<file path="config.mk">
export PLATFORM = sky130hd
export DESIGN_NAME = acq_top
export DESIGN_NICKNAME = d
export VERILOG_FILES = /design/src/logic/acq_data_pkg.sv /design/src/logic/acq_cfg_pkg.sv /design/src/logic/acq_top.sv /design/src/logic/ram_packer.sv /design/src/logic/decimator.sv /design/src/logic/capture_ctrl.sv
export SDC_FILE = /design/constraint.sdc
export NUM_CORES = 1
export LEC_CHECK = 0
export BUFFER_PORTS_ARGS = -buffer_cell sky130_fd_sc_hd__buf_2
export CAP_MARGIN = 20
export CORE_ASPECT_RATIO = 0.5
export CORE_MARGIN = 2
export CORE_UTILIZATION = 30
export CTS_CLUSTER_SIZE = 20
export DETAILED_ROUTE_END_ITERATION = 16
export PLACE_DENSITY_LB_ADDON = 0.08
export SETUP_SLACK_MARGIN = 0.15
export SYNTH_ARGS = -nofsm -noshare
export SYNTH_HDL_FRONTEND = slang
export SYNTH_SLANG_ARGS = --single-unit
</file>
<file path="constraint.sdc">
create_clock -name adc_clkinp -period 6 [get_ports adc_clkinp]
set_input_delay 0.3 -clock adc_clkinp [delete_from_list [all_inputs] [get_ports adc_clkinp]]
set_output_delay 0.3 -clock adc_clkinp [all_outputs]
set_load 0.1 [all_outputs]
</file>
<file path="src/logic/acq_data_pkg.sv">
`default_nettype none

package acq_data_pkg;

	localparam int NUM_LANES = 8;
	localparam int SAMPLE_W  = 12;
	localparam int LANE_W    = 16;

	// one frame in dense 12-bit form
	localparam int PACK_W = NUM_LANES * SAMPLE_W;

	typedef logic [SAMPLE_W-1:0] sample_t;

	// zero-extended sample or lane sum
	typedef logic [LANE_W-1:0] lane_t;

	// lane 0 sits in the low bits
	typedef lane_t [NUM_LANES-1:0] frame_t;
	typedef sample_t [NUM_LANES-1:0] adc_frame_t;

	typedef logic [127:0] ram_word_t;

	// top bit marks overrun
	typedef logic [14:0] ram_addr_t;

	// highest address before overrun
	localparam ram_addr_t ADDR_MAX = 15'h3FFF;

	typedef logic [15:0] byte_en_t;

	typedef struct packed {
		logic      wren;
		logic      clken;
		logic      chipsel;
		byte_en_t  byteen;
		ram_addr_t addr;
		ram_word_t data;
	} ram_port_t;

endpackage

`default_nettype wire

</file>
<file path="src/logic/acq_cfg_pkg.sv">
`default_nettype none

package acq_cfg_pkg;

	// raw settings bus as written by the host
	typedef logic [31:0] settings_word_t;

	// field positions in the settings word
	localparam int DIV_LSB      = 1;	// divisor, 4 bits
	localparam int MODE_LSB     = 8;	// sampling mode, 3 bits
	localparam int COMP_LSB     = 11;	// compressor, 2 bits
	localparam int SELF_IRQ_BIT = 13;

	localparam int MODE_W = 3;
	localparam int COMP_W = 2;

	// window holds divisor+1 frames
	typedef logic [3:0] divisor_t;

	typedef enum logic [2:0] {
		SAMP_PICK = 3'd0,	// last frame of window
		SAMP_SUM  = 3'd1	// lane-wise running sum
	} samp_mode_e;

	typedef struct packed {
		divisor_t   divisor;
		samp_mode_e mode;
		logic       pack_en;	// any compressor bit set
		logic       self_irq;
	} acq_settings_t;

	typedef logic [31:0] irq_word_t;

	localparam irq_word_t IRQ_SELF_VALUE = 32'hF;

endpackage

`default_nettype wire
</file>
<file path="src/logic/acq_top.sv">
`timescale 1ns/1ns
`default_nettype none

module acq_top (
	input  logic                       adc_clkinp,
	input  logic                       ADC_RESET,
	input  acq_data_pkg::adc_frame_t    adc_frame,
	input  logic                       tx_trig,
	input  logic                       state_reset,
	input  acq_data_pkg::ram_addr_t     rec_length,
	input  acq_cfg_pkg::settings_word_t pio_settings,
	output logic                       trig_ack,
	output acq_cfg_pkg::irq_word_t      rcv_interrupt,
	output acq_data_pkg::ram_port_t     ram
);

	import acq_cfg_pkg::*;
	import acq_data_pkg::*;

	acq_settings_t settings;
	frame_t        frame_out;
	logic          frame_strobe;
	logic          record_done;

	// trig_ack doubles as the armed level
	capture_ctrl ctrl_i (
		.adc_clkinp    (adc_clkinp),
		.ADC_RESET     (ADC_RESET),
		.tx_trig       (tx_trig),
		.state_reset   (state_reset),
		.pio_settings  (pio_settings),
		.record_done   (record_done),
		.settings      (settings),
		.armed         (trig_ack),
		.rcv_interrupt (rcv_interrupt)
	);

	decimator dec_i (
		.adc_clkinp   (adc_clkinp),
		.ADC_RESET    (ADC_RESET),
		.armed        (trig_ack),
		.settings     (settings),
		.adc_frame    (adc_frame),
		.frame_out    (frame_out),
		.frame_strobe (frame_strobe)
	);

	ram_packer pack_i (
		.adc_clkinp   (adc_clkinp),
		.ADC_RESET    (ADC_RESET),
		.armed        (trig_ack),
		.settings     (settings),
		.rec_length   (rec_length),
		.frame_out    (frame_out),
		.frame_strobe (frame_strobe),
		.ram          (ram),
		.record_done  (record_done)
	);

endmodule

`default_nettype wire

</file>
<file path="src/logic/ram_packer.sv">
`timescale 1ns/1ns
`default_nettype none

module ram_packer (
	input  logic                      adc_clkinp,
	input  logic                      ADC_RESET,
	input  logic                      armed,
	input  acq_cfg_pkg::acq_settings_t settings,
	input  acq_data_pkg::ram_addr_t    rec_length,
	input  acq_data_pkg::frame_t       frame_out,
	input  logic                      frame_strobe,
	output acq_data_pkg::ram_port_t    ram,
	output logic                      record_done
);

	import acq_cfg_pkg::*;
	import acq_data_pkg::*;

	logic [1:0]        phase;		// frame slot within group of four
	ram_addr_t         addr_cnt;
	logic [PACK_W-1:0] pf;			// current frame, 12-bit dense
	logic [PACK_W-1:0] pack_buf;	// leftover bits of earlier frames
	ram_word_t         wdata;
	logic              accept;
	logic              wr_en;
	logic              addr_last;

	logic              wren_q;
	ram_addr_t         addr_q;
	ram_word_t         data_q;

	// frames arriving during the final write are dropped
	assign accept = armed && frame_strobe && !record_done;
	assign wr_en = accept && (!settings.pack_en || phase != 2'd0);

	assign addr_last = (addr_cnt == ram_addr_t'(rec_length - 1'b1)) || (addr_cnt == ADDR_MAX);

	always_comb
	begin
		for (int i = 0; i < NUM_LANES; i++)
			pf[i*SAMPLE_W +: SAMPLE_W] = frame_out[i][SAMPLE_W-1:0];
	end

	// 384 bits per four frames, oldest lowest
	always_comb
	begin
		if (!settings.pack_en)
		begin
			wdata = frame_out;
		end
		else
		begin
			case (phase)
				2'd1:    wdata = {pf[31:0], pack_buf};
				2'd2:    wdata = {pf[63:0], pack_buf[63:0]};
				default: wdata = {pf, pack_buf[31:0]};
			endcase
		end
	end

	always_ff @(posedge adc_clkinp)
	begin
		if (ADC_RESET)
		begin
			phase <= 2'd0;
			addr_cnt <= '0;
			pack_buf <= '0;
			wren_q <= 1'b0;
			addr_q <= '0;
			data_q <= '0;
			record_done <= 1'b0;
		end
		else if (!armed)
		begin
			phase <= 2'd0;
			addr_cnt <= '0;
			pack_buf <= '0;
			wren_q <= 1'b0;
			record_done <= 1'b0;
		end
		else
		begin
			wren_q <= wr_en;
			record_done <= wr_en && addr_last;
			if (wr_en)
			begin
				addr_q <= addr_cnt;
				data_q <= wdata;
				addr_cnt <= addr_cnt + 1'b1;
			end
			if (accept && settings.pack_en)
			begin
				phase <= phase + 1'b1;
				case (phase)
					2'd0:    pack_buf <= pf;
					2'd1:    pack_buf <= PACK_W'(pf[95:32]);	// 64 bits left over
					2'd2:    pack_buf <= PACK_W'(pf[95:64]);
					default: pack_buf <= '0;	// group complete
				endcase
			end
		end
	end

	always_comb
	begin
		ram.wren = wren_q && armed;
		ram.clken = armed;
		ram.chipsel = armed;
		ram.byteen = {$bits(byte_en_t){armed}};
		ram.addr = addr_q;
		ram.data = data_q;
	end

endmodule

`default_nettype wire

</file>
<file path="src/logic/decimator.sv">
`timescale 1ns/1ns
`default_nettype none

module decimator (
	input  logic                      adc_clkinp,
	input  logic                      ADC_RESET,
	input  logic                      armed,
	input  acq_cfg_pkg::acq_settings_t settings,
	input  acq_data_pkg::adc_frame_t   adc_frame,
	output acq_data_pkg::frame_t       frame_out,
	output logic                      frame_strobe
);

	import acq_cfg_pkg::*;
	import acq_data_pkg::*;

	frame_t   ext;		// samples widened to lanes
	frame_t   acc;
	frame_t   win_val;
	divisor_t cnt;		// position in window
	logic     win_last;

	assign win_last = (cnt == settings.divisor);

	always_comb
	begin
		for (int i = 0; i < NUM_LANES; i++)
		begin
			ext[i] = {{(LANE_W - SAMPLE_W){1'b0}}, adc_frame[i]};
			// first frame of a window restarts the sum
			if (settings.mode == SAMP_SUM && cnt != '0)
				win_val[i] = acc[i] + ext[i];
			else
				win_val[i] = ext[i];
		end
	end

	always_ff @(posedge adc_clkinp)
	begin
		if (ADC_RESET)
		begin
			cnt <= '0;
			acc <= '0;
			frame_out <= '0;
			frame_strobe <= 1'b0;
		end
		else if (!armed)
		begin
			cnt <= '0;
			acc <= '0;
			frame_strobe <= 1'b0;
		end
		else
		begin
			acc <= win_val;
			frame_strobe <= win_last;
			if (win_last)
			begin
				cnt <= '0;
				frame_out <= win_val;	// pick or sum result
			end
			else
			begin
				cnt <= cnt + 1'b1;
			end
		end
	end

endmodule

`default_nettype wire

</file>
<file path="src/logic/capture_ctrl.sv">
`timescale 1ns/1ns
`default_nettype none

module capture_ctrl (
	input  logic                       adc_clkinp,
	input  logic                       ADC_RESET,
	input  logic                       tx_trig,
	input  logic                       state_reset,
	input  acq_cfg_pkg::settings_word_t pio_settings,
	input  logic                       record_done,
	output acq_cfg_pkg::acq_settings_t  settings,
	output logic                       armed,
	output acq_cfg_pkg::irq_word_t      rcv_interrupt
);

	import acq_cfg_pkg::*;

	typedef enum logic [1:0] {
		ST_IDLE,	// waiting for trigger
		ST_ARMED,
		ST_DONE		// record finished, wait for state_reset
	} cap_state_e;

	cap_state_e state;

	function automatic acq_settings_t decode_settings(input settings_word_t word);
		acq_settings_t        s;
		logic [MODE_W-1:0]    mode_raw;
		s.divisor = word[DIV_LSB +: $bits(divisor_t)];
		mode_raw = word[MODE_LSB +: MODE_W];
		// unknown codes fall back to pick
		s.mode = (mode_raw == MODE_W'(SAMP_SUM)) ? SAMP_SUM : SAMP_PICK;
		s.pack_en = |word[COMP_LSB +: COMP_W];
		s.self_irq = word[SELF_IRQ_BIT];
		return s;
	endfunction

	assign armed = (state == ST_ARMED);

	always_ff @(posedge adc_clkinp)
	begin
		if (ADC_RESET)
		begin
			settings <= '0;
			state <= ST_IDLE;
			rcv_interrupt <= '0;
		end
		else if (state_reset)
		begin
			settings <= decode_settings(pio_settings);
			state <= ST_IDLE;
			rcv_interrupt <= settings.self_irq ? IRQ_SELF_VALUE : '0;	// uses latched bit
		end
		else
		begin
			case (state)
				ST_IDLE:
				begin
					if (tx_trig)
						state <= ST_ARMED;
				end
				ST_ARMED:
				begin
					if (record_done)
					begin
						state <= ST_DONE;
						rcv_interrupt[0] <= 1'b1;
					end
				end
				default:
				begin
					state <= ST_DONE;	// one record per release
				end
			endcase
		end
	end

endmodule

`default_nettype wire

</file>
## Word-level counts from Yosys, hierarchy flattened

Cells that the tools add are included.

- Add/sub/neg operators: 12
- Muxes and demuxes: 19
- Equal/unequal tests: 10
- Bitwise logic cells: 1
- Reductions and logical operators: 25

Operators with widths:

| cell | count |
|---|---|
| $pmux 96 s3 | 1 |
| $pmux 128 s2 | 1 |
| $add 16x12->16 | 8 |
| $mux 128 | 1 |
| $mux 16 | 8 |
| $add 15x1->15 const B | 1 |
| $eq 15x14->1 const B | 1 |
| $eq 15x15->1 | 1 |
| $sub 15x1->15 const B | 1 |
| $reduce_and 2->1 | 4 |
| $logic_and 1x1->1 | 7 |
| $eq 3x1->1 const B | 2 |
| $reduce_bool 2->1 | 3 |
| $reduce_or 2->1 | 3 |
| $add 4x1->4 const B | 1 |
| $eq 2x1->1 const B | 2 |
| $eq 4x4->1 | 1 |
| $logic_not 2->1 | 2 |
| $mux 1 | 4 |
| $mux 2 | 2 |
| $mux 4 | 1 |
| $pmux 2 s2 | 1 |
| $reduce_bool 4->1 | 1 |
| $reduce_or 3->1 | 1 |
| other kinds (7) | 9 |

- Input port bits: 147
- Bits in registers: 562

## Longest topological paths before layout

Gate-level depths: netlist of run 1.

- Word-level depth: 5
- Depth in mapped cells: 12
- Mapped depth without buffers: 9

## Cells and area by module

From an unflattened synthesis of run 1, not the netlist that was laid out.

- Cell total of the unflattened synthesis: 3300
- Area, all modules: 27223.6 sq um

Modules (own cells, without submodules):

| module | area an instance (sq um) | cells each | instances |
|---|---|---|---|
| decimator | 13803.2 | 1615 | 1 |
| ram_packer | 12752.2 | 1611 | 1 |
| capture_ctrl | 668.1 | 74 | 1 |

## Least setup slack after synthesis of run 1

Ideal clock, no wire load.

- Kind: register to register
- From: register ctrl_i.state[0]
- To: register dec_i.frame_out[77] (netlist name)
- Setup slack: 3.599 ns
- Stages on the path, launching flop included: 10
- Buffers on the path: 3
- Data arrival time: 2.339 ns
- Clock period less this slack: 2.401 ns
- Path through: dfxtp_1 nand2b_4 inv_2 nand2b_1 buf_2 or3_1 buf_2 buf_6 or4b_1 nand3_1

- Longest elaborated chain between the ends: 2

Ends and longest elaborated chain:

| what | line | RTL |
|---|---|---|
| from (decl) | capture_ctrl.sv:24 | `cap_state_e state;` |
| from (signal assigned) | capture_ctrl.sv:45 | `state <= ST_IDLE;` |
| from (signal assigned) | capture_ctrl.sv:51 | `state <= ST_IDLE;` |
| from (signal assigned) | capture_ctrl.sv:60 | `state <= ST_ARMED;` |
| $eq 2x1->1 | capture_ctrl.sv:38 | `assign armed = (state == ST_ARMED);` |
| via trig_ack | acq_top.sv:12 | `output logic trig_ack,` |
| $reduce_and 2->1 (no source line) | - |  |
| to (signal assigned) | decimator.sv:60 | `frame_out <= win_val;` |
| to (decl) | decimator.sv:10 | `output acq_data_pkg::frame_t frame_out,` |

The timed path passes the listed nets, and every way through them passes these cells.
A chain may end at the register's enable or synchronous reset.

## Worst setup path in the final report of run 1

- From: register pack_i.phase[0]
- To: register pack_i.data_q[76]

- Longest elaborated chain between the ends: 4
- Elaborated cells between the ends (all ways): 8
- Those cells by class: eq/ne (2); mux (2); reduce/logical (4)

Ends and longest elaborated chain:

| what | line | RTL |
|---|---|---|
| from (decl) | ram_packer.sv:19 | `logic [1:0] phase;` |
| from (signal assigned) | ram_packer.sv:93 | `phase <= phase + 1'b1;` |
| parallel branches: the longest is 4 deep, another holds $pmux 128 s2 | - |  |
| to (signal assigned) | ram_packer.sv:88 | `data_q <= wdata;` |
| to (decl) | ram_packer.sv:30 | `ram_word_t data_q;` |

Parallel ways; which one is timed is not known.

==> reports/results.tsv, run 1 <==
stage	metric	value	unit
outcome	status	complete, no violations	
power	Internal Dissipation	5741	uW
sta	RSZ-0062 raised after global routing	no	
synthesis	ys async rst share	0	%
floorplan	num rows	78	
placed_design	Placed Instances	4706	
synthesis	synthesized area per cell	8.147	um^2
route	Final ANT Viol Nets	0	
route	vias per cell	5.334	
synthesis	Ys Warns	0	
critical_path	max incr delay on CP	890	ps
global_route	initial antenna violation count	9	
sta	worst-margin pin slew	1093	ps
placed_design	IO Port Bufs	291	
critical_path	Cell Chain, Critical Path	inv_1, ha_4, buf_4, a21oi_1, mux2i_1, a211oi_1	
floorplan	die area	95390	um^2
placed_design	Post-Place Setup Slack	2913	ps
final_layout	area grow syn2layout	15.94	%
power	switch share	28.47	%
clock_network	clock slew at reported path FFs	70	ps
global_route	first-pass GRT wire length	164600	um
floorplan	Core Area	91250	um^2
final_layout	register area	10610	um^2
min_path	hold path depth	3	
power	leakage	0.01187	uW
sta	Worst Skew	22.03	ps
clock_network	CTS Buffer Depth	3	
sta	slew margin rel.	27.12	%
synthesis	Synth area leaders	dfxtp_1 (38%), nor2_1 (7.9%), a21oi_1 (6.5%), a211oi_1 (6.0%), mux2i_1 (5.3%)	
placed_design	post-DP HPWL	80420	um
clock_network	# Post-CTS Setup Buffers	0	
sta	Final Slew Violations	0	
critical_path	highest-delay cell along the critical path	buf_4	
global_route	gr usage total	22.96	%
clock_network	H-tree Lvls	2	
sta	Setup WS post-layout	2911	ps
critical_path	Worst Path Required	6460	ps
synthesis	synthesized instance count	3417	
critical_path	Crit path max-delay family	buffers and inverters	
sta	hold slack	16.76	ps
route	Via Count	25925	
global_route	grt total ovfl	0	
placed_design	RD Place Congestion	0.8528	
synthesis	post-synthesis sequential area ratio	38.12	%
clock_network	CTS Buf Count	54	
synthesis	Synth cell types	76	
critical_path	Critical Path AT	3550	ps
sta	f_max	323.7	MHz
final_layout	Fill cells	9596	
synthesis	cell area after synthesis	27840	um^2
global_route	largest net degree at the start of global routing	200	
power	maximum vdd ir drop	191.2	uV
critical_path	Levels on crit path	6	
final_layout	most frequent cells in the layout	nor2_1 (584), dfxtp_1 (529), a21oi_1 (364)	
clock_network	# clock sinks	530	
synthesis	Yosys top cell area share	38.12	%
final_layout	most common cell after layout, fill and taps aside	nor2_1	
synthesis	Post-synth EDFFs	0	
sta	Fin. Hold Viols	0	
critical_path	crit start category	flop	
sta	Final Critical Period	3089	ps
final_layout	Final Util	35.37	%
final_layout	Multi-input gate area	15860	um^2
power	Seq pwr share	46.4	%
floorplan	IO Pins	342	
final_layout	# nets final	3840	
route	1st-iter DRT viols	2490	
min_path	worst hold path type	in2reg	
power	Clock power frac	43.0	%
sta	final setup fails	0	
sta	final period utilization	51.49	%
synthesis	Synth area leader	dfxtp_1	
route	total wire length	113100	um
route	1st-pass router iterations	7	
sta	final setup TNS	0	ps
flow_run	max_cap viols	0	
synthesis	Yosys reg bits	530	
clock_network	CTS root buf	clkbuf_16	
synthesis	top_reg_cell synth	dfxtp_1	
floorplan	Die W	434.8	um
power	Power Density	248.7	nW/um^2
global_route	vias in the first global route	23697	
critical_path	Critical Path End Type	flop	
final_layout	fraction of layout cells with a size suffix above 1	12.54	%
final_layout	final cell count without fillers	4860	
critical_path	Crit Path Max Fanout	104	
critical_path	Buffers & Inverters on Critical Path	2	
critical_path	worst setup path category	reg2reg	
route	DR WL/cell	23.27	um
floorplan	Die Ht	219.4	um
route	drt drc	0	
power	Comb power frac	10.6	%
floorplan	Initial Util	30.51	%
critical_path	R2R depth	6	
clock_network	clk_lat worst skew	640	ps
power	switching pwr	2285	uW
clock_network	CTS tree	built	
-- stage by stage --
step	power, uW	cell area [um^2]
after global placement	4604	29960
after floorplan	4303	27940
final	8026	32270
after detailed placement	4611	29960
after global routing	8332	32270
after CTS	8107	32270
-- path summary, 6_finish.rpt --
check                 startpoint                  end  slack (ps)
min                 adc_frame[7]         dec_i.acc[7]          20
max reg2reg      pack_i.phase[0]    pack_i.data_q[76]        2910
min reg2reg  pack_i.pack_buf[65]  pack_i.pack_buf[65]         450
max              pack_i.phase[0]    pack_i.data_q[76]        2910
-- Yosys cell counts (5+ instances only) --
library cell and count:
a31o_2 7, a31oi_1 30, or4b_1 13, fa_1 8
o21a_1 5, nor3_1 107, and2_1 32, nor2_1 587
o2111ai_1 8, and4_1 5, clkbuf_1 209, o31ai_1 8
o21bai_1 7, a211oi_1 224, nand4_1 18, o21ai_0 75
inv_1 49, nand2b_1 24, dfxtp_1 530, buf_1 12
mux2i_1 148, and3_1 23, nor2b_1 45, buf_4 48
buf_2 29, nand2_1 186, nor4_1 9, ha_1 104
xor2_1 55, o211ai_1 10, nor3b_1 11, nand3b_1 20
a222oi_1 32, or3_1 27, xnor2_1 50, a21o_1 39
nand3_1 88, a21oi_1 364, a22oi_1 97
-- tightest hold or removal path: stages --
cell	delay, ps
buf_2	100
mux2i_1	110
nor2_1	100
-- sequential cells by signal (all words and copies together) (netlist names), 2 cells and up --
signal	cells
dec_i.cnt	4
pack_i.data_q	128
ctrl_i.settings	7
pack_i.phase	2
pack_i.addr_cnt	15
pack_i.addr_q	15
dec_i.acc	128
ctrl_i.rcv_interrupt	2
ctrl_i.state	2
dec_i.frame_out	128
pack_i.pack_buf	96
-- logic make-up (layout without fill, tap and decap cells) --
family	count (synthesis)	count (layout)	share of synthesized area, %
compound gates	951	951	22.17
xor+xnor	105	105	3.304
fa+ha+maj	112	112	5.250
buf+inv	350	525	5.551
flops	530	530	38.12
mux	149	149	5.362
other cells	1	29	0.01347
simple gates	1219	1219	20.23
-- per-layer routing --
layer  up-vias  GRT usage (%)  wire, um
li1      12561              -         -
met1     12610          35.04     57820
met2       645          33.92     47210
met3       107          3.440      6244
met4         2          4.135      1793
met5         -              0        13
-- what timing repair did --
action,in CTS,in global routing
hold buffers,59,0
gates resized for setup,0,0
endpoints found under the hold margin,62,0
-- power groups by stage --
stage                     combinational [uW]  sequential (uW)  clock [uW]
final                                    847             3730        3450
after global placement                   805             3800           0
after detailed placement                 811             3800           0
after global routing                     918             3720        3690
after floorplan                          585             3720           0
after CTS                                845             3720        3540
-- area by class of cell --
cell class / count / area share [%]
Sequential cell: 530 / 32.89
Multi-Input combinational cell: 2564 / 49.15
Timing Repair Buffer: 381 / 7.246
Inverter: 50 / 0.5815
Antenna cell: 1 / 0.007753
Clock buffer: 76 / 4.850
Tap cell: 1240 / 4.807
Clock inverter: 18 / 0.4768
No activity file was read; power rests on OpenSTA's default activity.
==> inputs of run 2 (changes only) <==
Settings changed: ABC_AREA set to 1.
Clock period 6 ns to 2.5 ns, I/O delays scaled along.
==> reports/results.tsv, run 2 <==
stage	metric	value	unit	change
final_layout	final cell count without fillers	5735		was 4,860
critical_path	worst setup path category	reg2reg		unchanged
synthesis	synthesized instance count	4109		was 3,417
synthesis	ys async rst share	0	%	unchanged
synthesis	Synth cell types	43		was 76
synthesis	count leader, synth	nand2_1		was nor2_1
route	Final ANT Viol Nets	0		unchanged
synthesis	Synth area leaders	dfxtp_1 (37%), nand2_1 (12%), a21oi_1 (11%), o21ai_0 (6.8%), inv_1 (4.8%)		was dfxtp_1 (38%), nor2_1 (7.9%), a21oi_1 (6.5%), a211oi_1 (6.0%), mux2i_1 (5.3%)
clock_network	clock slew at reported path FFs	70	ps	about the same
global_route	gr usage total	25.51	%	was 22.96%
final_layout	Top Registers	dec_i.acc x128, dec_i.frame_out x128, pack_i.data_q x128		unchanged
synthesis	largest family of logic cells by synthesized area	compound AO/OA/AOI/OAI gates		unchanged
floorplan	IO Pins	342		unchanged
critical_path	crit start category	flop		unchanged
route	DR WL/cell	22.52	um	was 23.27 um
power	leakage	0.01477	uW	was 0.01187 uW
sta	Final Critical Period	2307	ps	was 3089 ps
floorplan	die area	97620	um^2	was 95,390 um^2
clock_network	clk_lat worst skew	660	ps	was 640 ps
synthesis	Yosys reg bits	530		unchanged
sta	hold slack	11.12	ps	was 16.76 ps
final_layout	Fill cells	10035		was 9,596
synthesis	Post-Synth Simple-Gate Area	21.11	%	was 20.23%
global_route	initial antenna violation count	12		was 9
clock_network	CTS root buf	clkbuf_16		unchanged
final_layout	area grow syn2layout	21.76	%	was 15.94%
global_route	grt total ovfl	0		unchanged
floorplan	Die Ht	221.9	um	was 219.4 um
clock_network	H-tree Lvls	2		unchanged
sta	final setup fails	0		unchanged
synthesis	cell area after synthesis	28500	um^2	was 27,840 um^2
final_layout	# nets final	4691		was 3,840
critical_path	Critical Path AT	2900	ps	was 3550 ps
route	1st-pass router iterations	6		was 7
synthesis	Synth Area in XOR/XNOR	2.367	%	was 3.304%
global_route	first-pass GRT wire length	185200	um	was 164,600 um
route	vias per cell	5.126		was 5.334
synthesis	post-synthesis sequential area ratio	37.23	%	was 38.12%
global_route	largest net degree at the start of global routing	96		was 200
placed_design	Post-Place Setup Slack	107.6	ps	was 2913 ps
clock_network	CTS Buf Count	55		was 54
outcome	status	complete, no violations		unchanged
synthesis	synthesized area per cell	6.935	um^2	was 8.147 um^2
sta	Fin. Hold Viols	0		unchanged
sta	RSZ-0062 raised after global routing	yes		was no
critical_path	Worst Path Required	3090	ps	was 6460 ps
floorplan	Initial Util	30.48	%	was 30.51%
placed_design	IO Port Bufs	291		unchanged
final_layout	Multi-input gate area	15210	um^2	was 15,860 um^2
floorplan	Die W	439.9	um	was 434.8 um
synthesis	Post-synth EDFFs	0		unchanged
critical_path	Crit Path Max Fanout	29		was 104
route	1st-iter DRT viols	2656		was 2,490
synthesis	Synth area leader	dfxtp_1		unchanged
power	Power Density	588.5	nW/um^2	was 248.7 nW/um^2
final_layout	most common cell after layout, fill and taps aside	nand2_1		was nor2_1
route	drt drc	0		unchanged
power	maximum vdd ir drop	551.3	uV	was 191.2 uV
placed_design	RD Place Congestion	0.9175		was 0.8528
sta	f_max	433.5	MHz	was 323.7 MHz
flow_run	max_cap viols	0		unchanged
sta	Final Slew Violations	0		unchanged
floorplan	Core Area	93510	um^2	was 91,250 um^2
synthesis	Synth Area in Adders	5.128	%	was 5.250%
final_layout	register area	10610	um^2	about the same
floorplan	num rows	79		was 78
final_layout	most frequent cells in the layout	nand2_1 (900), a21oi_1 (642), dfxtp_1 (529)		was nor2_1 (584), dfxtp_1 (529), a21oi_1 (364)
sta	final setup TNS	0	ps	unchanged
global_route	vias in the first global route	26743		was 23,697
clock_network	# clock sinks	530		unchanged
synthesis	Yosys top cell area share	37.23	%	was 38.12%
sta	slew margin rel.	36.82	%	was 27.12%
sta	Worst Skew	19.06	ps	was 22.03 ps
synthesis	most frequent cells after synthesis	nand2_1 (908), a21oi_1 (642), dfxtp_1 (530)		was nor2_1 (587), dfxtp_1 (530), a21oi_1 (364)
final_layout	fraction of layout cells with a size suffix above 1	12.37	%	was 12.54%
power	Total Power	20420	uW	was 8026 uW
synthesis	mux contribution to synthesized area	0.8430	%	was 5.362%
synthesis	Ys Warns	0		unchanged
route	total wire length	129100	um	was 113,100 um
clock_network	CTS Buffer Depth	3		unchanged
clock_network	# Post-CTS Setup Buffers	0		unchanged
sta	worst-margin pin slew	937.8	ps	was 1093 ps
critical_path	R2R depth	9		was 6
placed_design	Placed Instances	5515		was 4,706
clock_network	CTS tree	built		unchanged
critical_path	Critical Path End Type	flop		unchanged
route	Via Count	29398		was 25,925
sta	final period utilization	92.28	%	was 51.49%
placed_design	post-DP HPWL	96490	um	was 80,420 um
synthesis	compound-cell area share of the yosys netlist	23.19	%	was 22.17%
min_path	hold path depth	3		unchanged
synthesis	top_reg_cell synth	dfxtp_1		unchanged
sta	Setup WS post-layout	193.1	ps	was 2911 ps
min_path	worst hold path type	in2reg		unchanged
-- run 2: cell types whose count changed in the layout (fill, tap and decap cells not counted), moves of 95 or more --
cell | before | now
nor3_1 | 107 | 5
a22oi_1 | 97 | 2
nand3_1 | 88 | 213
inv_1 | 49 | 359
mux2i_1 | 148 | 23
nor2_1 | 584 | 255
o21ai_0 | 75 | 375
nand2_1 | 184 | 900
a211oi_1 | 224 | 1
a21oi_1 | 364 | 642
-- run 2: through the flow --
| stage | utilization, % | area [um^2] |
|---|---|---|
| 2_1_floorplan | - | 28600 |
| 3_3_place_gp | 33.69 | 31500 |
| 3_5_place_dp | 33.69 | 31500 |
| 4_1_cts | 36.97 | 34570 |
| 5_1_grt | 37.10 | 34690 |
| 6_report | 37.11 | 34700 |
-- run 2: path summary, 6_finish.rpt --
| path | from | endpoint | slack (ps) |
|---|---|---|---|
| setup / recovery | dec_i.cnt[0] | dec_i.acc[38] | 190 |
| hold / removal | adc_frame[26] | dec_i.acc[34] | 10 |
| setup reg to reg | dec_i.cnt[0] | dec_i.acc[38] | 190 |
| hold reg to reg | pack_i.pack_buf[47] | pack_i.pack_buf[47] | 460 |
-- run 2: power breakdown --
group	total, uW	switching (uW)	internal (uW)
clock network	9160	3980	5180
logic	2460	1730	734
registers	8800	208	8600
total	20400	5910	14500
-- run 2: kinds of logic (layout without fill, tap and decap cells) --
kind of cell	after synthesis	in the layout
DFF	530	530
and+or+nand+nor	1461	1461
buffers and inverters	666	1008
muxes	24	24
other	1	30
adders and majority gates	112	112
AOI/OAI and AO/OA	1238	1238
xor gates and xnor gates	77	77
-- run 2: worst max-delay path: stages (launching register included) --
cell and delay [ps]:
dfxtp_1 350, inv_1 70, ha_1 140, nand2_1 80, nand2_4 130, clkinv_2 250
buf_12 260, o21ai_0 750, inv_1 90, nor2_1 110
-- run 2: layout make-up --
type / count / area share, %
Clock inverter: 16 / 0.7861
Multi-Input combinational cell: 2940 / 43.82
Sequential cell: 530 / 30.58
Antenna cell: 2 / 0.01442
Clock buffer: 87 / 4.774
Tap cell: 1255 / 4.526
Timing Repair Buffer: 536 / 11.42
Inverter: 369 / 4.068
-- run 2: what timing repair did --
item,CTS,global route
gates resized for setup,1,38
pin swaps,0,1
endpoints found under the setup margin,1,53
hold buffers,113,2
endpoints found under the hold margin,149,3
-- run 2: routing by layer --
metal  GRT usage, %  wire length [um]  up-vias
met5              0                 7        -
met4          4.960              2275        2
met3          4.427              9761      109
met2          36.01             52310      977
met1          39.79             64790    14051
li1               -                 -    14259
